## src/source/mips_params.svh

```systemverilog
`ifndef MIPS_PARAMS_SVH
`define MIPS_PARAMS_SVH

// Data and address width
`define MIPS_LEN 32

// Register index width
`define MIPS_NB 5

// Memory depths in words
`define IMEM_DEPTH 64
`define DMEM_DEPTH 64

// Word index widths for the two memories
`define IMEM_AW $clog2(`IMEM_DEPTH)
`define DMEM_AW $clog2(`DMEM_DEPTH)

`endif
```

## src/source/mips_ctrl_pkg.sv

```systemverilog
package mips_ctrl_pkg;

	typedef enum logic [2:0] {
		ALU_ADD = 3'd0,
		ALU_SUB = 3'd1,
		ALU_AND = 3'd2,
		ALU_OR  = 3'd3,
		ALU_SLT = 3'd4,
		ALU_SLL = 3'd5
	} alu_op_e;

	// Execute stage controls
	typedef struct packed {
		alu_op_e alu_op;
		logic    alu_src_imm;
		logic    reg_dst_rd;
	} ex_ctrl_t;

	// Memory stage controls
	typedef struct packed {
		logic mem_read;
		logic mem_write;
		logic branch;
	} mem_ctrl_t;

	// Write-back controls
	typedef struct packed {
		logic reg_write;
		logic mem_to_reg;
	} wb_ctrl_t;

endpackage

```

## src/source/memory.sv

```systemverilog
`timescale 1ns/1ns
`include "mips_params.svh"

module memory (
	input  logic                     clk,
	input  logic                     arst_n,
	input  logic [`MIPS_LEN-1:0]     alu_out,
	input  logic                     zero,
	input  logic [`MIPS_LEN-1:0]     store_data,
	input  logic [`MIPS_NB-1:0]      write_reg_in,
	input  logic [`MIPS_LEN-1:0]     branch_target_in,
	input  mips_ctrl_pkg::mem_ctrl_t mem_ctrl,
	input  mips_ctrl_pkg::wb_ctrl_t  wb_ctrl_in,
	output logic                     branch_taken,
	output logic [`MIPS_LEN-1:0]     branch_target,
	output logic                     wb_reg_write,
	output logic [`MIPS_NB-1:0]      wb_reg,
	output logic [`MIPS_LEN-1:0]     wb_data
);
	import mips_ctrl_pkg::*;

	logic [`MIPS_LEN-1:0] dmem [`DMEM_DEPTH];
	logic [`DMEM_AW-1:0]  word_idx;
	logic [`MIPS_LEN-1:0] load_data;

	assign word_idx = alu_out[`DMEM_AW+1:2];

	always_ff @(posedge clk) begin
		if (mem_ctrl.mem_write)
			dmem[word_idx] <= store_data;
	end

	assign load_data = mem_ctrl.mem_read ? dmem[word_idx] : '0;

	// beq resolves here
	assign branch_taken  = mem_ctrl.branch & zero;
	assign branch_target = branch_target_in;

	// MEM/WB register
	always_ff @(posedge clk or negedge arst_n) begin
		if (!arst_n) begin
			wb_reg_write <= 1'b0;
			wb_reg       <= '0;
			wb_data      <= '0;
		end else begin
			wb_reg_write <= wb_ctrl_in.reg_write;
			wb_reg       <= write_reg_in;
			wb_data      <= wb_ctrl_in.mem_to_reg ? load_data : alu_out;
		end
	end

endmodule

```

## config.mk

```make
export PLATFORM = sky130hd
export DESIGN_NAME = memory
export DESIGN_NICKNAME = d
export VERILOG_FILES = /design/src/source/mips_ctrl_pkg.sv /design/src/source/memory.sv
export VERILOG_INCLUDE_DIRS = /design/src /design/src/source
export SDC_FILE = /design/constraint.sdc
export NUM_CORES = 2
export LEC_CHECK = 0
export ABC_AREA = 1
export BUFFER_PORTS_ARGS = -buffer_cell sky130_fd_sc_hd__buf_2
export CORE_AREA = 2 2 406 710
export DETAILED_ROUTE_END_ITERATION = 8
export DIE_AREA = 0 0 408 712
export GPL_TIMING_DRIVEN = 0
export PLACE_DENSITY = 0.59
export SLEW_MARGIN = 20
export SYNTH_ARGS = -nofsm -noshare
export SYNTH_HDL_FRONTEND = slang
export SYNTH_SLANG_ARGS = --single-unit
```

## constraint.sdc

```tcl
create_clock -name clk -period 1.3 [get_ports clk]
set_clock_uncertainty 0.1 [all_clocks]
set_input_delay 0.065 -clock clk [delete_from_list [all_inputs] [get_ports clk]]
set_output_delay 0.065 -clock clk [all_outputs]
set_load 0.005 [all_outputs]
```

==> results.json <==
{
  "outcome": "complete, but fails checks",
  "violations": "negative hold slack, negative setup slack",
  "cap_violations": 0,
  "powerDensity_nw_per_um2": 1310,
  "cts_tree": "yes",
  "layout-drive-gt1-share_pct": 17.5,
  "worstHoldStart": "wb_ctrl_in[0]",
  "critPathMaxStageDelay_ps": 400,
  "critical_path.most_common_cell": "nand2_1",
  "synth_area_um2": 88000,
  "rr_endpoint": "wb_data[23]",
  "worstHoldEndpoint": "wb_data[0]",
  "leakagePower_nw": 45.4,
  "coreArea_um2": 285000,
  "r2r-start": "dmem[19][23]",
  "slew_violations": 0,
  "reg2regPathDepth": 12,
  "critical_path_arrival_ps": 2430,
  "first_global_vias": 63000,
  "area_growth_pct": 24.5,
  "globalRouteOverflowTotal": 0,
  "crit_path_start_kind": "register",
  "wl_per_cell_um": 24.9,
  "grt_pass1_wl_um": 458000,
  "synth_fp_nets": 8691,
  "final_common_cell": "nand2_1",
  "worstSetupPathType": "register to register",
  "num_rows": 260,
  "grt_max_degree": 65,
  "clock_sinks": 2086,
  "cts.htree.levels": 4,
  "min_period_over_period_pct": 140,
  "die_x_um": 408,
  "insertion_delay_ps": 890,
  "dp_hpwl_um": 233000,
  "fin_crit_ps": 1820,
  "avgViaCountPerCell": 4.79,
  "synth_seq_cells": 2086,
  "dieHeight_um": 712,
  "cts_root_buffer": "clkbuf_16",
  "ant_nets": 0,
  "globalplace.congestion": 0.986,
  "slew_headroom_pct": 28.1,
  "synthCells": 8582,
  "whs_ps": -426,
  "initial_utilization_pct": 30.8,
  "cp-end-kind": "register",
  "wirelength_um": 333000,
  "drt-initial-drc-count": 5968,
  "firstDrtPassIters": 6,
  "dieArea_um2": 290000,
  "rsz0062_at_grt": "true",
  "path_cells": "nand2_1 -> nand2_1 -> nand2_1 -> nand2_1 -> nand2_1 -> nand2_1 -> nand2_2 -> nand2_8 -> nor2_4 -> nand2_2 -> nand2_2 -> nand2_1",
  "yosysUniqueCellTypes": 22,
  "ios": 180,
  "yosys_warnings": 0,
  "nets": 9549,
  "critPathRequiredTime_ps": 1910,
  "port_buffers": 143,
  "hold_class": "input pin to register",
  "hold_path_depth": 5,
  "drc": 0,
  "ir_drop_mv": 0.963,
  "clock.fmax_mhz": 550,
  "worst_pin_slew_ps": 1080,
  "power_mw": 143,
  "slowest_stage": "edfxtp_1",
  "numCtsBuffers": 186,
  "finalHoldViolCount": 57,
  "final-setup-viol-count": 895,
  "vias": 64200,
  "layout_common_cells": "5458 x nand2_1, 2048 x edfxtp_1, 304 x buf_4, 268 x buf_2, 246 x nand2_2",
  "final_area_um2": 110000,
  "largest_reg_flops": 2048,
  "cp_max_fo": 1,
  "finalSetupTns_ps": -53820,
  "clk_pin_slew_ps": 70,
  "syn_avg_cell_area_um2": 10.3,
  "yosysSeqAreaShare_pct": 71.0,
  "place_area_um2": 96600,
  "fin_ws_ps": -517,
  "antenna_found_initial": 23,
  "cts_max_path_buffers": 4,
  "grtUsageTotal_pct": 22.3,
  "reg2reg_slack_ps": -520
}
report_power, final:
group	internal [mW]	total, mW	switching (mW)
combinational	3.52	12.8	9.27
clock	30.6	55.8	25.2
sequential	74.3	74.5	0.135
total	108	143	34.6
through the flow:
stage	hold slack [ps]	util [%]	cells	worst slack, ps
2_1_floorplan	-331	-	8582	-1190
3_3_place_gp	78.7	32.9	12500	-4370
3_5_place_dp	74.8	33.9	12600	-2450
4_1_cts	-489	37.8	13300	-456
5_1_grt	-428	38.4	13400	-569
6_report	-426	38.4	13400	-517
worst max path at each step:
stage	slack [ps]	endpoint	from	depth (start not counted)
after floorplan	-1190	dmem[14][0]	alu_out[2]	7
after global placement	-4370	dmem[1][17]	alu_out[6]	5
after detailed placement	-2450	dmem[24][22]	alu_out[5]	7
after CTS	-460	wb_data[23]	dmem[19][23]	12
after global routing	-570	wb_data[20]	dmem[16][20]	12
final	-520	wb_data[23]	dmem[19][23]	12
Yosys cell counts:
cell / n / share of area [%]
nand3_1: 11 / 0.063
nand4_1: 2 / 0.014
inv_1: 25 / 0.11
buf_4: 69 / 0.59
or2_2: 4 / 0.028
edfxtp_1: 2048 / 70
or2_0: 1 / 0.0071
inv_4: 1 / 0.0071
o211ai_1: 7 / 0.060
nor2_1: 137 / 0.58
buf_2: 175 / 1.0
nor4_1: 2 / 0.014
nor3_1: 1 / 0.0057
buf_1: 47 / 0.20
o21ai_0: 2 / 0.011
o21ai_1: 5 / 0.028
nor3_2: 7 / 0.080
inv_2: 6 / 0.026
dfrtp_1: 38 / 1.1
nand2_1: 5825 / 25
clkbuf_1: 97 / 0.41
buf_6: 72 / 0.92
timing repair:
action                                  CTS  global route
resized for setup                       366           411
setup endpoints to repair              2118          1548
endpoints found under the hold margin  2369            60
hold buffers                            124             1
pin swaps                               123           157
cloned                                   14             8
buffers inserted                        231            40
logic make-up (layout without fill, tap and decap cells):
| logic type | Yosys count | in the layout | share of synthesized area, % |
|---|---|---|---|
| AOI/OAI and AO/OA | 14 | 14 | 0.0996 |
| buffers and inverters | 492 | 1487 | 3.26 |
| DFF | 2086 | 2086 | 71.0 |
| other | 0 | 11 | 0 |
| and+or+nand+nor | 5990 | 5991 | 25.7 |
critical path, delay by kind of cell, from the launching register on:
| family | cells | cell delay (ps) |
|---|---|---|
| DFF | 1 | 400 |
| and+or+nand+nor | 12 | 1140 |
area by class of cell:
cell class	instances	area [um2]
Antenna cell	11	27.5
Buffer	459	3010
Clock buffer	222	4880
Clock inverter	104	1030
Fill cell	27400	176000
Inverter	32	164
Multi-Input combinational cell	6005	25200
Sequential cell	2086	62400
Tap cell	3799	4750
Timing Repair Buffer	670	7970
per-layer routing:
metal / GRT usage (%) / vias to the layer above / part of all wire [%]
li1: - / 29400 / -
met1: 21.4 / 30800 / 32
met2: 39.5 / 2851 / 50
met3: 3.93 / 1098 / 6.4
met4: 21.8 / 14 / 12
met5: 0 / - / 0.032
No activity file was read; power rests on OpenSTA's default activity.
