$ cat src/source/mips_params.svh
`ifndef MIPS_PARAMS_SVH
`define MIPS_PARAMS_SVH

// Data and address width
`define MIPS_LEN 32

// Register index width
`define MIPS_NB 5

// Memory depths in words
`define IMEM_DEPTH 64
`define DMEM_DEPTH 64

// Word index widths for the two memories
`define IMEM_AW $clog2(`IMEM_DEPTH)
`define DMEM_AW $clog2(`DMEM_DEPTH)

`endif
$ cat src/source/mips_isa_pkg.sv
`include "mips_params.svh"

package mips_isa_pkg;

	// Primary opcodes of the supported subset
	typedef enum logic [5:0] {
		OP_RTYPE = 6'h00,
		OP_J     = 6'h02,
		OP_BEQ   = 6'h04,
		OP_ADDIU = 6'h09,
		OP_LW    = 6'h23,
		OP_SW    = 6'h2b
	} opcode_e;

	// R-type function codes
	typedef enum logic [5:0] {
		FN_SLL  = 6'h00,
		FN_JR   = 6'h08,
		FN_ADDU = 6'h21,
		FN_SUBU = 6'h23,
		FN_AND  = 6'h24,
		FN_OR   = 6'h25,
		FN_SLT  = 6'h2a
	} funct_e;

	typedef struct packed {
		opcode_e            opcode;
		logic [`MIPS_NB-1:0] rs;
		logic [`MIPS_NB-1:0] rt;
		logic [`MIPS_NB-1:0] rd;
		logic [`MIPS_NB-1:0] shamt;
		funct_e             funct;
	} r_type_t;

	typedef struct packed {
		opcode_e            opcode;
		logic [`MIPS_NB-1:0] rs;
		logic [`MIPS_NB-1:0] rt;
		logic [15:0]        imm16;
	} i_type_t;

	typedef struct packed {
		opcode_e     opcode;
		logic [25:0] target26;
	} j_type_t;

	// Same word seen through all three formats
	typedef union packed {
		r_type_t r;
		i_type_t i;
		j_type_t j;
	} instr_t;

	// sll r0, r0, 0
	localparam instr_t INSTR_NOP = '0;

endpackage

$ cat src/source/instruction_fetch.sv
`timescale 1ns/1ns
`include "mips_params.svh"

module instruction_fetch (
	input  logic                 clk,
	input  logic                 arst_n,
	input  logic                 run,
	input  logic                 imem_we,
	input  logic [`IMEM_AW-1:0]  imem_addr,
	input  mips_isa_pkg::instr_t imem_wdata,
	input  logic                 jump,
	input  logic                 jump_reg,
	input  logic [`MIPS_LEN-1:0] jump_target,
	input  logic [`MIPS_LEN-1:0] reg_target,
	input  logic                 branch_taken,
	input  logic [`MIPS_LEN-1:0] branch_target,
	output logic [`MIPS_LEN-1:0] pc_plus4,
	output mips_isa_pkg::instr_t instruction
);
	import mips_isa_pkg::*;

	instr_t               imem [`IMEM_DEPTH];
	logic [`MIPS_LEN-1:0] pc;
	logic [`MIPS_LEN-1:0] pc_inc;
	logic [`MIPS_LEN-1:0] pc_next;

	// Program load, only while halted
	always_ff @(posedge clk) begin
		if (imem_we && !run)
			imem[imem_addr] <= imem_wdata;
	end

	assign pc_inc = pc + `MIPS_LEN'd4;

	// Branch from MEM wins over jumps from ID
	always_comb begin
		if (branch_taken)
			pc_next = branch_target;
		else if (jump_reg)
			pc_next = reg_target;
		else if (jump)
			pc_next = jump_target;
		else
			pc_next = pc_inc;
	end

	always_ff @(posedge clk or negedge arst_n) begin
		if (!arst_n) begin
			pc          <= '0;
			pc_plus4    <= '0;
			instruction <= INSTR_NOP;
		end else begin
			pc_plus4 <= pc_inc;
			if (run) begin
				pc          <= pc_next;
				instruction <= imem[pc[`IMEM_AW+1:2]];
			end else begin
				instruction <= INSTR_NOP;
			end
		end
	end

endmodule

$ cat config.mk
export PLATFORM = sky130hd
export DESIGN_NAME = instruction_fetch
export DESIGN_NICKNAME = d
export VERILOG_FILES = /design/src/source/mips_isa_pkg.sv /design/src/source/instruction_fetch.sv
export VERILOG_INCLUDE_DIRS = /design/src /design/src/source
export SDC_FILE = /design/constraint.sdc
export NUM_CORES = 2
export LEC_CHECK = 0
export ABC_AREA = 1
export ABC_CLOCK_PERIOD_IN_PS = 4150
export BUFFER_PORTS_ARGS = -buffer_cell sky130_fd_sc_hd__buf_2
export CORE_ASPECT_RATIO = 0.9
export CORE_UTILIZATION = 45
export CTS_CLUSTER_SIZE = 28
export DETAILED_ROUTE_END_ITERATION = 7
export PLACE_DENSITY = 0.62
export SETUP_SLACK_MARGIN = 0.4
export SLEW_MARGIN = 20
export SYNTH_ARGS = -nofsm -noshare
export SYNTH_HDL_FRONTEND = slang
export SYNTH_SLANG_ARGS = --single-unit
$ cat constraint.sdc
create_clock -name clk -period 4.15 [get_ports clk]
set_clock_uncertainty 0.2 [all_clocks]
set_input_delay 0.83 -clock clk [delete_from_list [all_inputs] [get_ports clk]]
set_output_delay 0.83 -clock clk [all_outputs]
set_load 0.05 [all_outputs]
==> results.toml <==
[clock_tree]
clock-sinks = 2144
cts_buffer_depth = 3
cts_buffers = 210
path_clk_slew_ps = 60
insertion_delay_ps = 850
tritoncts = "done"
cts_max_level = 4
post-cts-setup-buffer-count = 0
cts_root_buf = "clkbuf_16"

[setup_path]
cp_common_cell = "nand2_1"
startpoint = "pc[4]"
timing.rr.start = "pc[4]"
worst-path-buf-inv = 3
crit_path_cell_trace = "clkinv_8 -> nor2_4 -> buf_4 -> nand2_1 -> nand2_1 -> inv_1 -> a21oi_1 -> nor2_1 -> nand2_1 -> nand2_1 -> nor2_1"
rrSetupSlack_ps = 690
start_kind = "flip-flop"
critical-path-max-stage-delay_ps = 760
r2r_cells = 11
end_kind = "flip-flop"
worst_path_max_delay_cell = "dfrtp_2"
worstReg2RegEnd = "instruction[20]"
crit_fanout = 32
critPathKind = "flip-flop to flip-flop"
cp.required_ps = 4690
arrival_ps = 4010
critPathTopFamily = "simple AND/OR/NAND/NOR gates"

[synthesis]
synth_xor_area_share_pct = 0.151
syn_area_um2 = 87300
ys_ff_latch = 2144
synth_top_family_by_area = "simple AND/OR/NAND/NOR gates"
yosysWarnings = 0
yosys.area_share.adder_pct = 0.0143
yosys.area_share.simple_pct = 21.9
synthFlopType = "edfxtp_1"
seq_area_frac_synth_pct = 73.2
avgSynthCellArea_um2 = 11.3
synth.mux.area_fraction_pct = 0
synth_compound_area_share_pct = 1.74
synth_edf_count = 2048
synthCells = 7692
synth_top_cell_area_share_pct = 70.5
synth_top_area_cell = "edfxtp_1"
ys_async_sr_fraction_pct = 4.48
ys_types = 42
ys_top_cells_by_area = "edfxtp_1 (70%), nand2_1 (14%), nand3_1 (5.7%)"
syn_nets = 7834

[placed_design]
routabilityCongestion = 0.832
port_buffers = 204
dp_hpwl_um = 139000
place_ws_ps = 637

[cells_and_area]
final_nets = 8051
final_common_cell = "nand2_1"
drive_gt1_share_pct = 10.2
area_growth_pct = 13.6
fin_util_pct = 51.7
final_cell_mix = "nand2_1 (3,367), edfxtp_1 (2,048), nand3_1 (1,002), a21oi_1 (221), nor2_1 (218)"
nFillCells = 16300

[sta]
period_minus_slack_ps = 3460
tightest_slew_ps = 1080
fin_crit_sh_pct = 83.5
fmax_mhz = 289
finalMaxSlewViolations = 0
max_slew_margin_pct = 27.9
tns_ps = 0
setup_slack_ps = 687
finalHoldViolations = 0
setup_viol = 0
rsz0062_at_grt = "false"

[grt]
antenna_found_initial = 11
grt_pass1_wl_um = 367000
overflow = 0
track_usage_pct = 25.3
grt_max_degree = 190
grt_pass1_vias = 55700

[power_and_ir_drop]
power_leakage_uw = 0.0370
max-vdd-ir-drop_v = 0.000361
powerDensity_nw_per_um2 = 491

[die]
dieArea_um2 = 196000
fp.coreArea_um2 = 192000
io_pins = 205
rows = 152
die_w_um = 466
start_util_pct = 45.5
dieHeight_um = 420

[routing]
firstDrtPassIters = 6
post_drt_wl_per_cell_um = 23.3
via_count = 58500
drc_errors = 0
drt_wl_total_um = 248000
first_iter_violations = 6425
via_per_inst = 5.50
ant_nets = 0

[job]
maxCapViolations = 0

[worst_hold_path]
hold_path_class = "input port to flip-flop"
worstHoldPathCells = 3
min_to = "pc[3]"
hold_path.startpoint = "branch_target[3]"

[outcome]
status = "finished clean"
[worst max-delay path by stage]
stage	cells past startpoint	slack (ps)	end
2_1_floorplan	4	510	imem[0][0]
3_3_place_gp	13	660	instruction[17]
3_5_place_dp	5	640	imem[61][4]
4_1_cts	11	680	instruction[20]
5_1_grt	11	590	instruction[20]
6_report	11	690	instruction[20]
[repair_timing]
item | CTS | global route
endpoints found under the hold margin | 32 | 0
resized for setup | 0 | 0
hold buffers | 2 | 0
[Yosys cell counts, types with 2 or more instances]
cell,instances
o21ai_0,17
xor2_1,11
dfrtp_1,96
buf_6,7
nand4_1,15
and2_1,5
o21ai_1,2
a211oi_1,6
nor2_4,2
inv_1,85
a21oi_1,221
edfxtp_1,2048
a22o_1,8
a32oi_1,2
xnor2_1,4
o22ai_1,4
buf_4,40
a22oi_1,2
nor2_1,284
clkbuf_1,78
inv_2,6
nand3_1,1002
nand2_1,3368
clkinv_1,2
a221oi_1,13
nor2_2,2
nand3b_1,5
buf_1,26
nor3_1,35
buf_2,284
[cells by family after synthesis]
| logic type | Yosys count |
|---|---|
| adders and majority gates | 1 |
| AOI/OAI and AO/OA | 279 |
| DFF | 2144 |
| xor gates and xnor gates | 15 |
| and+or+nand+nor | 4723 |
| buffers and inverters | 530 |
[cell type report]
class	count	area, um2	share of cell area, %
flip-flops and latches	2144	63900	64.5
multi-input cells	5018	21300	21.5
clock buffers	280	5680	5.73
repair buffers	440	3590	3.62
well taps	2541	3180	3.21
clock inverters	120	1030	1.04
inverters	95	414	0.418
diodes	3	7.51	0.00757
[worst min-delay path, cell delays in order]
cell and delay, ps:
buf_2 80, nor2_1 50, o22ai_1 110
[layer usage]
metal  wire, um  vias to the layer above  GRT usage [%]
met4       7520                        2           8.25
met3      17700                      357           3.11
met1     106000                    29000           35.9
met2     117000                     2422           40.5
met5         17                        -              0
li1           -                    26800              -
[state kept, by name, summed over array words and instances (netlist names)]
register	flops
instruction	32
pc	32
imem	2048
pc_plus4	32
[where the power goes]
group          internal, uW  switching, uW
registers             23900            181
clock network         10400           8250
logic                  1510           4420
total                 35800          12800
[metrics by stage]
step | power [uW] | std cells | cell area, um2 | hold WS [ps]
after floorplan | 28100 | 7692 | 87300 | 148
after global placement | 30400 | 10200 | 92300 | 155
after detailed placement | 30500 | 10200 | 92300 | 166
after CTS | 48900 | 10600 | 99100 | 19.3
after global routing | 50200 | 10600 | 99100 | 56.4
final | 48700 | 10600 | 99100 | 79.5
(Power assumes the default switching activity.)
