`src/source/mips_params.svh`:
```
`ifndef MIPS_PARAMS_SVH
`define MIPS_PARAMS_SVH

// Data and address width
`define MIPS_LEN 32

// Register index width
`define MIPS_NB 5

// Memory depths in words
`define IMEM_DEPTH 64
`define DMEM_DEPTH 64

// Word index widths for the two memories
`define IMEM_AW $clog2(`IMEM_DEPTH)
`define DMEM_AW $clog2(`DMEM_DEPTH)

`endif
```
`src/source/mips_ctrl_pkg.sv`:
```
package mips_ctrl_pkg;

	typedef enum logic [2:0] {
		ALU_ADD = 3'd0,
		ALU_SUB = 3'd1,
		ALU_AND = 3'd2,
		ALU_OR  = 3'd3,
		ALU_SLT = 3'd4,
		ALU_SLL = 3'd5
	} alu_op_e;

	// Execute stage controls
	typedef struct packed {
		alu_op_e alu_op;
		logic    alu_src_imm;
		logic    reg_dst_rd;
	} ex_ctrl_t;

	// Memory stage controls
	typedef struct packed {
		logic mem_read;
		logic mem_write;
		logic branch;
	} mem_ctrl_t;

	// Write-back controls
	typedef struct packed {
		logic reg_write;
		logic mem_to_reg;
	} wb_ctrl_t;

endpackage

```
`src/source/mips_isa_pkg.sv`:
```
`include "mips_params.svh"

package mips_isa_pkg;

	// Primary opcodes of the supported subset
	typedef enum logic [5:0] {
		OP_RTYPE = 6'h00,
		OP_J     = 6'h02,
		OP_BEQ   = 6'h04,
		OP_ADDIU = 6'h09,
		OP_LW    = 6'h23,
		OP_SW    = 6'h2b
	} opcode_e;

	// R-type function codes
	typedef enum logic [5:0] {
		FN_SLL  = 6'h00,
		FN_JR   = 6'h08,
		FN_ADDU = 6'h21,
		FN_SUBU = 6'h23,
		FN_AND  = 6'h24,
		FN_OR   = 6'h25,
		FN_SLT  = 6'h2a
	} funct_e;

	typedef struct packed {
		opcode_e            opcode;
		logic [`MIPS_NB-1:0] rs;
		logic [`MIPS_NB-1:0] rt;
		logic [`MIPS_NB-1:0] rd;
		logic [`MIPS_NB-1:0] shamt;
		funct_e             funct;
	} r_type_t;

	typedef struct packed {
		opcode_e            opcode;
		logic [`MIPS_NB-1:0] rs;
		logic [`MIPS_NB-1:0] rt;
		logic [15:0]        imm16;
	} i_type_t;

	typedef struct packed {
		opcode_e     opcode;
		logic [25:0] target26;
	} j_type_t;

	// Same word seen through all three formats
	typedef union packed {
		r_type_t r;
		i_type_t i;
		j_type_t j;
	} instr_t;

	// sll r0, r0, 0
	localparam instr_t INSTR_NOP = '0;

endpackage

```
`src/source/decode.sv`:
```
`timescale 1ns/1ns
`include "mips_params.svh"

module decode (
	input  logic                    clk,
	input  logic                    arst_n,
	input  logic [`MIPS_LEN-1:0]    pc_plus4_in,
	input  mips_isa_pkg::instr_t    instruction,
	input  logic                    reg_write,
	input  logic [`MIPS_NB-1:0]     write_reg,
	input  logic [`MIPS_LEN-1:0]    write_data,
	output logic [`MIPS_LEN-1:0]    pc_plus4,
	output logic [`MIPS_LEN-1:0]    reg1,
	output logic [`MIPS_LEN-1:0]    reg2,
	output logic [`MIPS_LEN-1:0]    sign_ext,
	output logic [`MIPS_NB-1:0]     rs,
	output logic [`MIPS_NB-1:0]     rt,
	output logic [`MIPS_NB-1:0]     rd,
	output logic [`MIPS_NB-1:0]     shamt,
	output mips_ctrl_pkg::ex_ctrl_t  ex_ctrl,
	output mips_ctrl_pkg::mem_ctrl_t mem_ctrl,
	output mips_ctrl_pkg::wb_ctrl_t  wb_ctrl,
	output logic                    jump,
	output logic                    jump_reg,
	output logic [`MIPS_LEN-1:0]    jump_target,
	output logic [`MIPS_LEN-1:0]    reg_target
);
	import mips_isa_pkg::*;
	import mips_ctrl_pkg::*;

	logic [`MIPS_LEN-1:0] regs [2**`MIPS_NB];
	logic [`MIPS_LEN-1:0] rd1;
	logic [`MIPS_LEN-1:0] rd2;
	logic [`MIPS_LEN-1:0] imm_ext;
	ex_ctrl_t             ex_c;
	mem_ctrl_t            mem_c;
	wb_ctrl_t             wb_c;

	//////////////////////////////
	// Register file

	always_ff @(posedge clk or negedge arst_n) begin
		if (!arst_n) begin
			for (int i = 0; i < 2**`MIPS_NB; i++)
				regs[i] <= '0;
		end else if (reg_write && write_reg != '0) begin
			regs[write_reg] <= write_data;
		end
	end

	// Same-cycle write shows through to the read
	assign rd1 = (instruction.i.rs == '0) ? '0 :
		(reg_write && write_reg == instruction.i.rs) ? write_data : regs[instruction.i.rs];
	assign rd2 = (instruction.i.rt == '0) ? '0 :
		(reg_write && write_reg == instruction.i.rt) ? write_data : regs[instruction.i.rt];

	assign imm_ext     = {{(`MIPS_LEN-16){instruction.i.imm16[15]}}, instruction.i.imm16};
	assign jump_target = {pc_plus4_in[`MIPS_LEN-1 -: 4], instruction.j.target26, 2'b00};
	assign reg_target  = rd1;

	//////////////////////////////
	// Control decoder

	always_comb begin
		ex_c     = '0;
		mem_c    = '0;
		wb_c     = '0;
		jump     = 1'b0;
		jump_reg = 1'b0;
		case (instruction.r.opcode)
			OP_RTYPE: begin
				ex_c.reg_dst_rd = 1'b1;
				wb_c.reg_write  = 1'b1;
				case (instruction.r.funct)
					FN_ADDU: ex_c.alu_op = ALU_ADD;
					FN_SUBU: ex_c.alu_op = ALU_SUB;
					FN_AND:  ex_c.alu_op = ALU_AND;
					FN_OR:   ex_c.alu_op = ALU_OR;
					FN_SLT:  ex_c.alu_op = ALU_SLT;
					FN_SLL:  ex_c.alu_op = ALU_SLL;
					FN_JR: begin
						jump_reg       = 1'b1;
						wb_c.reg_write = 1'b0;
					end
					default: wb_c.reg_write = 1'b0;
				endcase
			end
			OP_ADDIU: begin
				ex_c.alu_src_imm = 1'b1;
				wb_c.reg_write   = 1'b1;
			end
			OP_LW: begin
				ex_c.alu_src_imm = 1'b1;
				mem_c.mem_read   = 1'b1;
				wb_c.reg_write   = 1'b1;
				wb_c.mem_to_reg  = 1'b1;
			end
			OP_SW: begin
				ex_c.alu_src_imm = 1'b1;
				mem_c.mem_write  = 1'b1;
			end
			OP_BEQ: begin
				ex_c.alu_op  = ALU_SUB;
				mem_c.branch = 1'b1;
			end
			OP_J:    jump = 1'b1;
			default: ;
		endcase
		// The all-zero word is a bubble and retires nothing
		if (instruction == INSTR_NOP)
			wb_c = '0;
	end

	// ID/EX register
	always_ff @(posedge clk or negedge arst_n) begin
		if (!arst_n) begin
			pc_plus4 <= '0;
			reg1     <= '0;
			reg2     <= '0;
			sign_ext <= '0;
			rs       <= '0;
			rt       <= '0;
			rd       <= '0;
			shamt    <= '0;
			ex_ctrl  <= '0;
			mem_ctrl <= '0;
			wb_ctrl  <= '0;
		end else begin
			pc_plus4 <= pc_plus4_in;
			reg1     <= rd1;
			reg2     <= rd2;
			sign_ext <= imm_ext;
			rs       <= instruction.i.rs;
			rt       <= instruction.i.rt;
			rd       <= instruction.r.rd;
			shamt    <= instruction.r.shamt;
			ex_ctrl  <= ex_c;
			mem_ctrl <= mem_c;
			wb_ctrl  <= wb_c;
		end
	end

endmodule

```
`config.mk`:
```
export PLATFORM = sky130hd
export DESIGN_NAME = decode
export DESIGN_NICKNAME = d
export VERILOG_FILES = /design/src/source/mips_ctrl_pkg.sv /design/src/source/mips_isa_pkg.sv /design/src/source/decode.sv
export VERILOG_INCLUDE_DIRS = /design/src /design/src/source
export SDC_FILE = /design/constraint.sdc
export NUM_CORES = 2
export LEC_CHECK = 0
export BUFFER_PORTS_ARGS = -buffer_cell sky130_fd_sc_hd__buf_2
export CAP_MARGIN = 20
export CORE_UTILIZATION = 30
export DETAILED_ROUTE_END_ITERATION = 10
export PLACE_DENSITY_LB_ADDON = 0.25
export SLEW_MARGIN = 25
export SYNTH_ARGS = -nofsm -noshare
export SYNTH_HDL_FRONTEND = slang
export SYNTH_SLANG_ARGS = --single-unit
```
`constraint.sdc`:
```
create_clock -name clk -period 2.25 [get_ports clk]
set_clock_uncertainty 0.05 [all_clocks]
set_input_delay 0.45 -clock clk [delete_from_list [all_inputs] [get_ports clk]]
set_output_delay 0.45 -clock clk [all_outputs]
set_load 0.03 [all_outputs]
```
==> insert_results.sql <==
INSERT INTO impl_metrics (metric_group, metric, value, unit) VALUES
('clocking', 'insertion_delay', '0.81', 'ns'),
('power_and_ir_drop', 'max-vdd-ir-drop', '0.660', 'mV'),
('sta', 'final.min_clock_period', '3.20', 'ns'),
('clocking', 'longest_clk_path_bufs', '3', ''),
('status', 'outcome', 'complete, but fails checks', ''),
('routing', 'final_antenna_net_count', '0', ''),
('clocking', 'tritoncts_num_sinks', '1156', ''),
('floorplanning', 'pin_count', '328', ''),
('critical_path', 'startpoint_types', 'register', ''),
('global_routing', 'track_usage', '24.3', '%'),
('cells_and_area', 'register_area', '0.0289', 'mm^2'),
('routing', 'avgRoutedWirePerCell', '31.5', 'um'),
('cells_and_area', 'commonest_cells_after_routing_fill_and_taps_aside', '1155 x sky130_fd_sc_hd__dfrtp_1, 1006 x sky130_fd_sc_hd__mux2_2, 688 x sky130_fd_sc_hd__buf_4', ''),
('global_routing', 'antenna_found_initial', '12', ''),
('place', 'placement.io_buffers', '325', ''),
('worst_hold_path', 'min-delay-start', 'write_data[22]', ''),
('floorplanning', 'floorplan.die.width', '447', 'um'),
('cells_and_area', 'layout_commonest_cell', 'sky130_fd_sc_hd__dfrtp_1', ''),
('power_and_ir_drop', 'fin_total_pwr', '66.7', 'mW'),
('sta', 'fin_hold_ws', '0.0497', 'ns'),
('global_routing', 'grt_start_max_net_pins', '90', ''),
('logic_synthesis', 'synth_seq_cells', '1156', ''),
('routing', 'dr.first_iter.drc_count', '3621', ''),
('logic_synthesis', 'synth-edff-count', '0', ''),
('place', 'gp_routability_congestion', '0.888', ''),
('critical_path', 'setup.worst_path.end_class', 'primary output', ''),
('place', 'detailed_place_hpwl', '168000', 'um'),
('floorplanning', 'rows', '162', ''),
('logic_synthesis', 'part_of_the_yosys_area_used_for_sequential_elements', '48.7', '%'),
('floorplanning', 'chipHeight', '447', 'um'),
('global_routing', 'grt_pass1_wl', '344000', 'um'),
('critical_path', 'critical_path.reg2reg.startpoint', 'regs[524]', ''),
('sta', 'max_slew.worst_pin.slew', '0.681', 'ns'),
('logic_synthesis', 'postSynth.topFlopCell', 'sky130_fd_sc_hd__dfrtp_1', ''),
('critical_path', 'critical_path.startpoint', 'regs[283]', ''),
('clocking', 'cts_root_buffer', 'sky130_fd_sc_hd__clkbuf_16', ''),
('sta', 'setup_violations', '34', ''),
('cells_and_area', 'area_growth', '31.3', '%'),
('power_and_ir_drop', 'power_per_cell_area', '856', 'mW/mm^2'),
('logic_synthesis', 'synth_cell_type_count', '72', ''),
('logic_synthesis', 'mappedNetlistArea', '0.0594', 'mm^2'),
('global_routing', 'grt_overflow', '0', ''),
('worst_hold_path', 'min_path_type', 'in2reg', ''),
('clocking', 'clock_tree.htree_level_count', '4', ''),
('routing', 'drc', '0', ''),
('cells_and_area', 'drive_above_1_share', '60.3', '%'),
('logic_synthesis', 'synth.yosys.warnings', '0', ''),
('clocking', 'clk_pin_slew', '0.06', 'ns'),
('floorplanning', 'floorplan.die_area', '0.200', 'mm^2'),
('logic_synthesis', 'share_of_async_settable_or_async_resettable_flops_after_synthesis', '100', '%'),
('cells_and_area', 'num-fill-cells', '18400', ''),
('cells_and_area', 'multiInputGateArea', '0.0289', 'mm^2'),
('global_routing', 'via_count_of_the_first_global_routing_pass', '44000', ''),
('run', 'cap_viol_max_count', '0', ''),
('status', 'failed_checks', 'negative setup slack', ''),
('routing', 'detail_route.wirelength', '244000', 'um'),
('sta', 'timing.final.crit_share', '142', '%'),
('routing', 'number_of_vias_per_cell_after_detailed_routing', '5.52', ''),
('clocking', 'number_of_clock_buffers_inserted_by_tritoncts', '140', ''),
('sta', 'max-slew-margin-rel', '54.5', '%'),
('sta', 'hold_viol_final', '0', ''),
('cells_and_area', 'design.final.nets', '5112', ''),
('routing', 'drt_first_pass_iters', '5', ''),
('sta', 'rsz0062_at_grt', 'true', ''),
('sta', 'fin_setup_tns', '-23.61', 'ns'),
('power_and_ir_drop', 'power_leakage', '34.6', 'nW'),
('sta', 'setup_ws', '-0.948', 'ns'),
('clocking', 'cts_tree', 'built', ''),
('routing', 'num_vias', '42800', ''),
('critical_path', 'critical_path_required', '1.75', 'ns'),
('sta', 'achievable-frequency', '313', 'MHz'),
('critical_path', 'critical_path_arrival', '2.70', 'ns'),
('floorplanning', 'initial_core_util', '30.3', '%'),
('critical_path', 'timing.setup.critical_path_class', 'reg2out', ''),
('logic_synthesis', 'post_synth.cell_area_avg', '14.6', 'um^2'),
('critical_path', 'critical_path_peak_fanout', '3', ''),
('sta', 'final-max-slew-violation-count', '0', ''),
('floorplanning', 'fp.coreArea', '0.196', 'mm^2'),
('logic_synthesis', 'synthCells', '4056', '');
routing by layer:
layer  routed length [um]  track usage (%)  share of wire, %  up-vias
li1                     -                -                 -    17500
met1               102000             31.6                42    23200
met2               116000             39.5                48     1638
met3                13400             3.91               5.5      483
met4                13000             11.8               5.3        2
met5                   13                0            0.0053        -
critical path, cell delays in order, from the launching register on:
cell	delay [ns]
sky130_fd_sc_hd__dfrtp_1	0.39
sky130_fd_sc_hd__mux4_2	0.48
sky130_fd_sc_hd__mux4_2	0.52
sky130_fd_sc_hd__nand2_2	0.10
sky130_fd_sc_hd__a41oi_4	0.20
sky130_fd_sc_hd__buf_6	0.21
stage by stage:
stage                     setup slack (ns)  instances  util [%]  cell area, um^2
after detailed placement             -1.03       7360      36.3            71100
after floorplan                     -0.264       4057         -            60000
after global placement               -1.01       7360      36.3            71100
final                               -0.948       7747      39.8            78000
after global routing                -0.995       7744      39.8            78000
after CTS                            -1.02       7728      39.7            77700
cell type report:
type / instances / area share, %
clock buffer: 200 / 5.25
inverter: 6 / 0.0321
clock inverter: 51 / 0.871
tap: 2624 / 4.21
sequential: 1156 / 37.1
antenna: 6 / 0.0192
timing repair buffer: 1298 / 15.4
multi-input combinational: 2406 / 37.1
registers in the layout (all words and copies together) (netlist names):
signal    flops
pc_plus4     32
wb_ctrl       2
shamt         4
ex_ctrl       5
rd            5
sign_ext      7
reg2         32
reg1         32
regs       1024
rt            5
mem_ctrl      3
rs            5
repair_timing:
item	in CTS	in global routing
setup endpoints to repair	51	33
pin swaps	87	40
gates cloned	1	0
endpoints found under the hold margin	778	0
resized for setup	189	32
hold buffers	72	0
setup buffers	49	13
cells by family after synthesis:
kind of cell / Yosys count / share of synthesized area, %
other: 1 / 0.00631
AND/OR/NAND/NOR: 314 / 2.67
AO/OA/AOI/OAI: 456 / 5.40
XOR/XNOR: 11 / 0.162
multiplexers: 1623 / 38.3
buffers and inverters: 495 / 4.75
flip-flops: 1156 / 48.7
worst paths after layout:
kind | cells past startpoint | slack, ns | to
max | 5 | -0.95 | reg_target[27]
min | 3 | 0.05 | reg1[22]
max reg2reg | 5 | 0.13 | reg2[12]
min reg2reg | 0 | 0.35 | regs[1010]
max in group asynchronous | 3 | 1.09 | rt[4]
min in group asynchronous | 2 | 0.19 | regs[291]
where the power goes:
group | switching (mW) | internal, mW | total [mW]
clock network | 9.67 | 14.0 | 23.7
logic | 7.10 | 8.84 | 15.9
registers | 2.57 | 24.5 | 27.1
total | 19.3 | 47.4 | 66.7
cells in the mapped netlist (47+ instances only):
cell type / instances / share of area [%]
sky130_fd_sc_hd__a21oi_1: 61 / 0.51
sky130_fd_sc_hd__buf_2: 119 / 1.0
sky130_fd_sc_hd__buf_4: 82 / 1.0
sky130_fd_sc_hd__clkbuf_1: 203 / 1.3
sky130_fd_sc_hd__dfrtp_1: 1156 / 49
sky130_fd_sc_hd__mux2_2: 1006 / 19
sky130_fd_sc_hd__mux2i_1: 200 / 3.4
sky130_fd_sc_hd__mux4_2: 408 / 15
sky130_fd_sc_hd__nand2_1: 82 / 0.52
sky130_fd_sc_hd__nor2_1: 69 / 0.44
sky130_fd_sc_hd__nor3_1: 47 / 0.40
sky130_fd_sc_hd__o21ai_0: 57 / 0.48
sky130_fd_sc_hd__o22ai_1: 103 / 1.1
Power figures use the tool's default switching activity.
