## config.mk

```make
export PLATFORM = sky130hd
export DESIGN_NAME = execute
export DESIGN_NICKNAME = d
export VERILOG_FILES = /design/src/source/mips_ctrl_pkg.sv /design/src/source/execute.sv
export VERILOG_INCLUDE_DIRS = /design/src /design/src/source
export SDC_FILE = /design/constraint.sdc
export NUM_CORES = 1
export LEC_CHECK = 0
export ABC_AREA = 0
export BUFFER_PORTS_ARGS = -buffer_cell sky130_fd_sc_hd__buf_2
export CAP_MARGIN = 20
export CORE_UTILIZATION = 51
export CTS_CLUSTER_DIAMETER = 80
export DETAILED_ROUTE_END_ITERATION = 16
export PLACE_DENSITY = 0.76
export SLEW_MARGIN = 20
export SYNTH_ARGS = -nofsm -noshare
export SYNTH_HDL_FRONTEND = slang
export SYNTH_SLANG_ARGS = --single-unit
export TNS_END_PERCENT = 30
```

## constraint.sdc

```tcl
create_clock -name clk -period 0.8 [get_ports clk]
set_input_delay 0.04 -clock clk [delete_from_list [all_inputs] [get_ports clk]]
set_output_delay 0.04 -clock clk [all_outputs]
set_load 0.05 [all_outputs]
```

## src/source/mips_params.svh

```systemverilog
`ifndef MIPS_PARAMS_SVH
`define MIPS_PARAMS_SVH

// Data and address width
`define MIPS_LEN 32

// Register index width
`define MIPS_NB 5

// Memory depths in words
`define IMEM_DEPTH 64
`define DMEM_DEPTH 64

// Word index widths for the two memories
`define IMEM_AW $clog2(`IMEM_DEPTH)
`define DMEM_AW $clog2(`DMEM_DEPTH)

`endif
```

## src/source/mips_ctrl_pkg.sv

```systemverilog
package mips_ctrl_pkg;

	typedef enum logic [2:0] {
		ALU_ADD = 3'd0,
		ALU_SUB = 3'd1,
		ALU_AND = 3'd2,
		ALU_OR  = 3'd3,
		ALU_SLT = 3'd4,
		ALU_SLL = 3'd5
	} alu_op_e;

	// Execute stage controls
	typedef struct packed {
		alu_op_e alu_op;
		logic    alu_src_imm;
		logic    reg_dst_rd;
	} ex_ctrl_t;

	// Memory stage controls
	typedef struct packed {
		logic mem_read;
		logic mem_write;
		logic branch;
	} mem_ctrl_t;

	// Write-back controls
	typedef struct packed {
		logic reg_write;
		logic mem_to_reg;
	} wb_ctrl_t;

endpackage

```

## src/source/execute.sv

```systemverilog
`timescale 1ns/1ns
`include "mips_params.svh"

module execute (
	input  logic                     clk,
	input  logic                     arst_n,
	input  logic [`MIPS_LEN-1:0]     pc_plus4,
	input  logic [`MIPS_LEN-1:0]     reg1,
	input  logic [`MIPS_LEN-1:0]     reg2,
	input  logic [`MIPS_LEN-1:0]     sign_ext,
	input  logic [`MIPS_NB-1:0]      rs,
	input  logic [`MIPS_NB-1:0]      rt,
	input  logic [`MIPS_NB-1:0]      rd,
	input  logic [`MIPS_NB-1:0]      shamt,
	input  mips_ctrl_pkg::ex_ctrl_t  ex_ctrl,
	input  mips_ctrl_pkg::mem_ctrl_t mem_ctrl_in,
	input  mips_ctrl_pkg::wb_ctrl_t  wb_ctrl_in,
	input  logic                     mem_reg_write,
	input  logic [`MIPS_NB-1:0]      mem_write_reg,
	input  logic [`MIPS_LEN-1:0]     mem_fwd,
	input  logic                     wb_reg_write,
	input  logic [`MIPS_NB-1:0]      wb_write_reg,
	input  logic [`MIPS_LEN-1:0]     wb_fwd,
	output logic [`MIPS_LEN-1:0]     alu_out,
	output logic                     zero,
	output logic [`MIPS_LEN-1:0]     store_data,
	output logic [`MIPS_NB-1:0]      write_reg,
	output logic [`MIPS_LEN-1:0]     branch_target,
	output mips_ctrl_pkg::mem_ctrl_t mem_ctrl,
	output mips_ctrl_pkg::wb_ctrl_t  wb_ctrl
);
	import mips_ctrl_pkg::*;

	logic [`MIPS_LEN-1:0] op_a;
	logic [`MIPS_LEN-1:0] op_b_reg;
	logic [`MIPS_LEN-1:0] op_b;
	logic [`MIPS_LEN-1:0] alu_res;

	// Youngest producer first and r0 never forwarded
	always_comb begin
		if (rs != '0 && mem_reg_write && mem_write_reg == rs)
			op_a = mem_fwd;
		else if (rs != '0 && wb_reg_write && wb_write_reg == rs)
			op_a = wb_fwd;
		else
			op_a = reg1;
	end

	always_comb begin
		if (rt != '0 && mem_reg_write && mem_write_reg == rt)
			op_b_reg = mem_fwd;
		else if (rt != '0 && wb_reg_write && wb_write_reg == rt)
			op_b_reg = wb_fwd;
		else
			op_b_reg = reg2;
	end

	assign op_b = ex_ctrl.alu_src_imm ? sign_ext : op_b_reg;

	//////////////////////////////
	// ALU

	always_comb begin
		case (ex_ctrl.alu_op)
			ALU_ADD: alu_res = op_a + op_b;
			ALU_SUB: alu_res = op_a - op_b;
			ALU_AND: alu_res = op_a & op_b;
			ALU_OR:  alu_res = op_a | op_b;
			ALU_SLT: alu_res = {{(`MIPS_LEN-1){1'b0}}, $signed(op_a) < $signed(op_b)};
			ALU_SLL: alu_res = op_b << shamt;
			default: alu_res = '0;
		endcase
	end

	// EX/MEM register
	always_ff @(posedge clk or negedge arst_n) begin
		if (!arst_n) begin
			alu_out       <= '0;
			zero          <= 1'b0;
			store_data    <= '0;
			write_reg     <= '0;
			branch_target <= '0;
			mem_ctrl      <= '0;
			wb_ctrl       <= '0;
		end else begin
			alu_out       <= alu_res;
			zero          <= (alu_res == '0);
			store_data    <= op_b_reg;
			write_reg     <= ex_ctrl.reg_dst_rd ? rd : rt;
			branch_target <= pc_plus4 + (sign_ext << 2);
			mem_ctrl      <= mem_ctrl_in;
			wb_ctrl       <= wb_ctrl_in;
		end
	end

endmodule

```

==> results by stage, run 1 <==
Logic synthesis:
- The number of register bits inferred by synthesis is 107.
- The cell taking the most area after synthesis is sky130_fd_sc_hd__dfrtp_1.
- By area the synthesized netlist is led by sky130_fd_sc_hd__dfrtp_1 (19%), sky130_fd_sc_hd__ha_1 (12%), sky130_fd_sc_hd__mux2i_1 (7.4%).
- The dominant cell by count in the synthesized netlist is sky130_fd_sc_hd__nor2_1.
- For this run, asynchronously set or reset flops after synthesis account for 100%.
- Ranked by instance count, the synthesized netlist is headed by sky130_fd_sc_hd__nor2_1 (181), sky130_fd_sc_hd__nand2_1 (147), sky130_fd_sc_hd__ha_1 (132).
- Counting distinct cell types in the post-synthesis netlist gives 86.
- The number of nets handed over by synthesis was 2163.
- During synthesis, Yosys emitted a total of 0 warnings.
- The synthesized netlist occupies a cell area of 14000 um^2.
- The dominant synthesized flop cell is sky130_fd_sc_hd__dfrtp_1.
- The number of instances in the synthesized netlist is 1792.
- Averaged over all synthesized cells, the footprint is 7.79 um^2.
- In this run the biggest area consumer among cell types represents 19.2% of the synthesized area.
- The number of enable flip-flop cells after synthesis is 0.
- Sequential elements use 19.2% of the synthesized area.

Clock network:
- The total number of clock tree sinks is 107.
- The number of CTS-inserted buffers is 9.
- The number of H-tree levels is 3.
- The deepest clock path buffer count is 2.
- The root buffer cell is sky130_fd_sc_hd__clkbuf_16.

Die:
- The width of the chip is 167 um.
- Once the floorplan was initialized, standard cells occupied 51.9% of the core.
- The vertical die dimension is 167 um.
- Row generation in the floorplan step produced 60 rows.
- In this run the count of I/O pins placed on the die edge is 343.

Global routing:
- The residual overflow from global routing is 15.
- Entering global routing, the biggest net connects 35 pins.
- The via count of the first global-routing pass is 23800.
- Global routing used 67.8% of the available tracks.
- The wire length of the first global-routing pass is 144000 um.

Placement:
- The cell area after placement is 21300 um^2.
- The last weighted congestion value of the routability-driven placer is 1.07.
- The count of buffers added on input and output ports is 342.
- The HPWL after detailed placement is 59400 um.

Run status:
- The tool reported: "[ERROR GRT-0116] Global routing finished with congestion. Check the congestion regions in the DRC Viewer".
- The flow did not finish.
- The run ended at 5_1_grt.
per-layer routing:
metal | GRT usage (%) | overflow
met1 | 68.5 | 0
met2 | 91.0 | 5
met3 | 42.2 | 0
met4 | 70.5 | 10
met5 | 12.9 | 0
timing repair:
action,4_1_cts
endpoints found under the hold margin,122
setup endpoints to repair,201
pin swaps,57
gates cloned,1
buffers inserted,36
hold buffers,16
resized for setup,226
through the flow:
step                      instances  worst slack, ns  util (%)
after floorplan                1792            -3.91         -
after global placement         3069            -4.64      79.1
after detailed placement       3069            -4.76      79.1
after CTS                      3138            -3.94      85.7
logic make-up after synthesis:
group | Yosys count | synth area share, %
XOR/XNOR | 75 | 4.71
adder cells (fa/ha/maj) | 135 | 12.3
buffers and inverters | 212 | 5.89
AO/OA/AOI/OAI | 535 | 26.7
flip-flops | 107 | 19.2
AND/OR/NAND/NOR | 579 | 20.0
multiplexers | 149 | 11.3
==> run 2: changes to the inputs <==
CORE_UTILIZATION = 40   (was 51)
CTS_CLUSTER_DIAMETER = unset   (was 80)
PLACE_DENSITY = unset   (was 0.76)
PLACE_DENSITY_LB_ADDON = 0.15   (was unset)
clock period = 1 ns   (was 0.8 ns; I/O delays follow)
==> results by stage, run 2 <==
STA:
- Setup violations remaining at the end of the flow were counted as 185.
- In this run the tightest slew margin relative to its limit is 22.3%.
- The worst hold margin is -0.0854 ns.
- The transition time at the pin with the least slew margin is 1.17 ns.
- Counting I/O delays and the setup requirement, the final critical path takes 5.08 ns.
- Setup repair after global routing could not meet its margin everywhere.
- Across all setup checks in the final design, the least slack found is -4.08 ns.
- After layout, the worst path uses 508% of the clock period.
- The hold violation total from the final report is 3.
- Static timing analysis puts the maximum clock frequency at 197 MHz.
- The count of final max-slew check failures is 0.

Finish:
- The most common cell after layout, fill and taps aside is sky130_fd_sc_hd__buf_4.
- The sequential cell area in the final layout is 2680 um^2.
- The multi-input combinational cells in the finished layout cover a total of 13200 um^2.
- Fill cells in the final layout number 2376.
- The final cell utilization of the core is 76.8%.
- In the layout the commonest cells are sky130_fd_sc_hd__buf_4 (743), sky130_fd_sc_hd__buf_2 (301), sky130_fd_sc_hd__nor2_1 (150).
- In the final layout, the registers with the most flip-flops are alu_out x32, branch_target x32, store_data x32.
- From synthesis to final layout, the design area changed by 89.6%.
- At the end of the flow, the number of nets in the layout was 3288.
- Cells with a size suffix above 1 make up 56.1% of the layout.

Logic synthesis:
- The number of instances in the synthesized netlist is 1792.
- Counting instances in the post-synthesis netlist gives the leading cell types as sky130_fd_sc_hd__nor2_1 (181), sky130_fd_sc_hd__nand2_1 (147), sky130_fd_sc_hd__ha_1 (132).
- Sorting the synthesized cells by area gives the leading types as sky130_fd_sc_hd__dfrtp_1 (19%), sky130_fd_sc_hd__ha_1 (12%), sky130_fd_sc_hd__mux2i_1 (7.4%).
- The cell taking the most area after synthesis is sky130_fd_sc_hd__dfrtp_1.
- The number of enable flip-flop cells after synthesis is 0.
- The cell area after synthesis is 14000 um^2.
- The number of register bits inferred by synthesis is 107.
- After synthesis, flip-flops and latches occupy 19.2% of the total area.
- The dominant cell by count in the synthesized netlist is sky130_fd_sc_hd__nor2_1.
- The top cell type by area accounts for 19.2% of the synthesized area.
- Counting every net in the synthesized netlist gives 2163.
- The most used flip-flop cell after synthesis is sky130_fd_sc_hd__dfrtp_1.
- Each instance of the synthesized netlist takes up on average 7.79 um^2.
- For this run, the number of Yosys warnings is 0.
- Of all flip-flops after synthesis, the portion carrying an async set or reset was 100%.
- The distinct cell type count of the synthesized netlist is 86.

Power and ir drop:
- The areal power density over the cells is 1090 nW/um^2.
- Net switching is 46.6% of the power.
- Summed over all cells, the static leakage comes to 12.4 nW.
- The internal portion of the total power is 15.4 mW.
- The net switching component of the power is 13.4 mW.
- Across the VDD grid, the largest voltage drop is 1250 uV.
- The power after layout is 28.8 mW.
- Sequential cells account for 17.7% of the total power.
- The proportion of power drawn by combinational gates is 67.9%.
- The clock network burns 14.4% of the power.

Die:
- The initial utilization of the core area, before any placement, comes to 40.5%.
- The floorplan step set the die width to 189 um.
- The initialized floorplan defines 68 standard-cell rows.
- The number of primary I/O pins is 343.
- The total die area is 35600 um^2.
- The total area inside the core boundary comes to 34500 um^2.
- The vertical die dimension is 189 um.

Global routing:
- The combined global-route utilization of all metal layers is 42.0%.
- The residual overflow from global routing is 0.
- The global-route track usage on met2 is 71.9%.
- The via count of the first global-routing pass was 20200.
- For met3 alone, demand over resource in global routing was 7.28%.
- The first global-routing pass estimated 114000 um of wire.
- met2 is the most crowded layer.
- The number of antenna violations at the first check in global routing is 14.
- In the global route stage, met1 resource usage came out at 46.4%.
- The pin count of the biggest net entering global routing is 56.

Placement:
- The detailed placement HPWL is 59900 um.
- The post-placement worst setup slack is -4.66 ns.
- The last weighted congestion value of the routability-driven placer is 1.06.
- In this run the tool buffered the top-level ports with 342 buffer cells.

Run status:
- The final reports fail on negative hold slack, negative setup slack.
- The flow ran to the end, but the final reports show violations.

Detailed routing:
- The total detailed-routing wirelength is 84200 um.
- The routed wirelength normalized by instance count is 24.8 um.
- The length of the first detailed-routing pass in iterations is 6.
- The via count is 20600.
- Using the TritonRoute via totals, the vias-per-cell ratio works out to 6.09.
- The detailed-route DRC error count is 0.
- After the first detailed-routing iteration, the DRC count stood at 2095.
- The count of antenna-violating nets left after detailed routing is 0.

Clock network:
- The number of clock buffers added by TritonCTS is 9.
- The deepest clock path buffer count is 2.
- The clock slew seen by the registers of the worst setup and hold paths is 0.11 ns.
- The clock tree from TritonCTS is done.
- CTS saw 107 sinks.
- The tree is rooted in a sky130_fd_sc_hd__clkbuf_16.
- The number of hold buffers added after CTS was 19.
- The number of H-tree levels is 3.

Worst setup path:
- The maximum net fanout on the critical path is 6.
- The kind of cell with the highest combined delay along the critical path is compound AO/OA/AOI/OAI gates.
- Walking the worst path, the cells encountered are buf_2, buf_4, nand2_1, o21a_4, o31a_1, a21oi_4, a21oi_2, mux2i_1, buf_4, ha_4, o21bai_1, a21oi_2, buf_6, nor4_4, o21bai_4, o31ai_4, a211oi_4, o41a_1, o21a_2, or3_1, a22oi_2, o21ai_2, nand3b_1, and3b_1.
- For this run, the slowest stage of the critical path takes 0.40 ns.
- The critical path launch point type is a primary input.
- The slowest stage cell on the critical path is sky130_fd_sc_hd__or3_1.
- The combined buffer and inverter count along the critical path is 4.
- The data arrival at the endpoint of the critical path is 5.44 ns.
- The kind of capture point of the worst setup path is a flip-flop.
- For the worst setup path, the data required time is 1.36 ns.
- The class of the most critical setup path is primary input to flip-flop.

Flow run:
- Max-cap violations in this run came to 0.

Worst hold path:
- The kind of path behind the tightest hold check is primary input to flip-flop.
-- run 2: cell counts after synthesis --
Identical to the previous run, type by type.
-- run 2: repair_timing --
action | 4_1_cts | 5_1_grt
gates cloned | 5 | 0
gates resized for setup | 417 | 306
pin swaps | 175 | 210
buffers inserted | 92 | 79
hold endpoints to repair | 124 | 3
setup endpoints to repair | 198 | 196
-- run 2: stage by stage --
step	instances	cell area (um^2)	TNS, ns	hold slack, ns
final	3390	26400	-150.93	-0.0854
after global routing	3389	26400	-154.43	-0.0732
after CTS	3326	24600	-132.78	-0.0941
after detailed placement	3211	21600	-188.63	-0.115
after global placement	3211	21600	-183.40	-0.119
after floorplan	1792	14200	-132.82	-0.246
-- run 2: area by class of cell --
cell class	instances	area share, %
Antenna cell	13	0.123
Sequential cell	107	10.1
Multi-Input combinational cell	1475	50.0
Tap cell	455	2.15
Inverter	108	1.58
Timing Repair Buffer	1216	34.9
Clock buffer	9	0.852
Clock inverter	7	0.293
-- run 2: path summary, 6_finish.rpt --
check                         start                     endpoint  slack (ns)  depth (start not counted)
worst min-delay path       reg2[30]     store_data[30]$_DFF_PN0_       -0.09                          3
max in group asynchronous    arst_n        alu_out[14]$_DFF_PN0_        0.43                          3
worst max-delay path          rt[0]               zero$_DFF_PN0_       -4.08                         24
min in group asynchronous    arst_n  branch_target[26]$_DFF_PN0_        0.01                          2
-- run 2: layer usage --
layer	wire length, um	part of all wire [%]
met5	32	0.038
met1	28800	34
met2	38700	46
met4	8480	10
met3	8150	9.7
-- run 2: power groups by stage --
| stage | registers (mW) | logic, mW | clock network [mW] |
|---|---|---|---|
| after floorplan | 7.29 | 5.74 | 0 |
| after global routing | 5.13 | 20.3 | 4.27 |
| final | 5.09 | 19.5 | 4.15 |
| after detailed placement | 5.13 | 15.0 | 0 |
| after global placement | 5.11 | 14.8 | 0 |
| after CTS | 5.06 | 17.0 | 4.10 |
-- run 2: kinds of logic after synthesis --
| family | synth area share [%] |
|---|---|
| and+or+nand+nor | 20.0 |
| xor gates and xnor gates | 4.71 |
| adders and majority gates | 12.3 |
| buffers and inverters | 5.89 |
| DFF | 19.2 |
| AOI/OAI and AO/OA | 26.7 |
| muxes | 11.3 |
(Power assumes the default switching activity.)
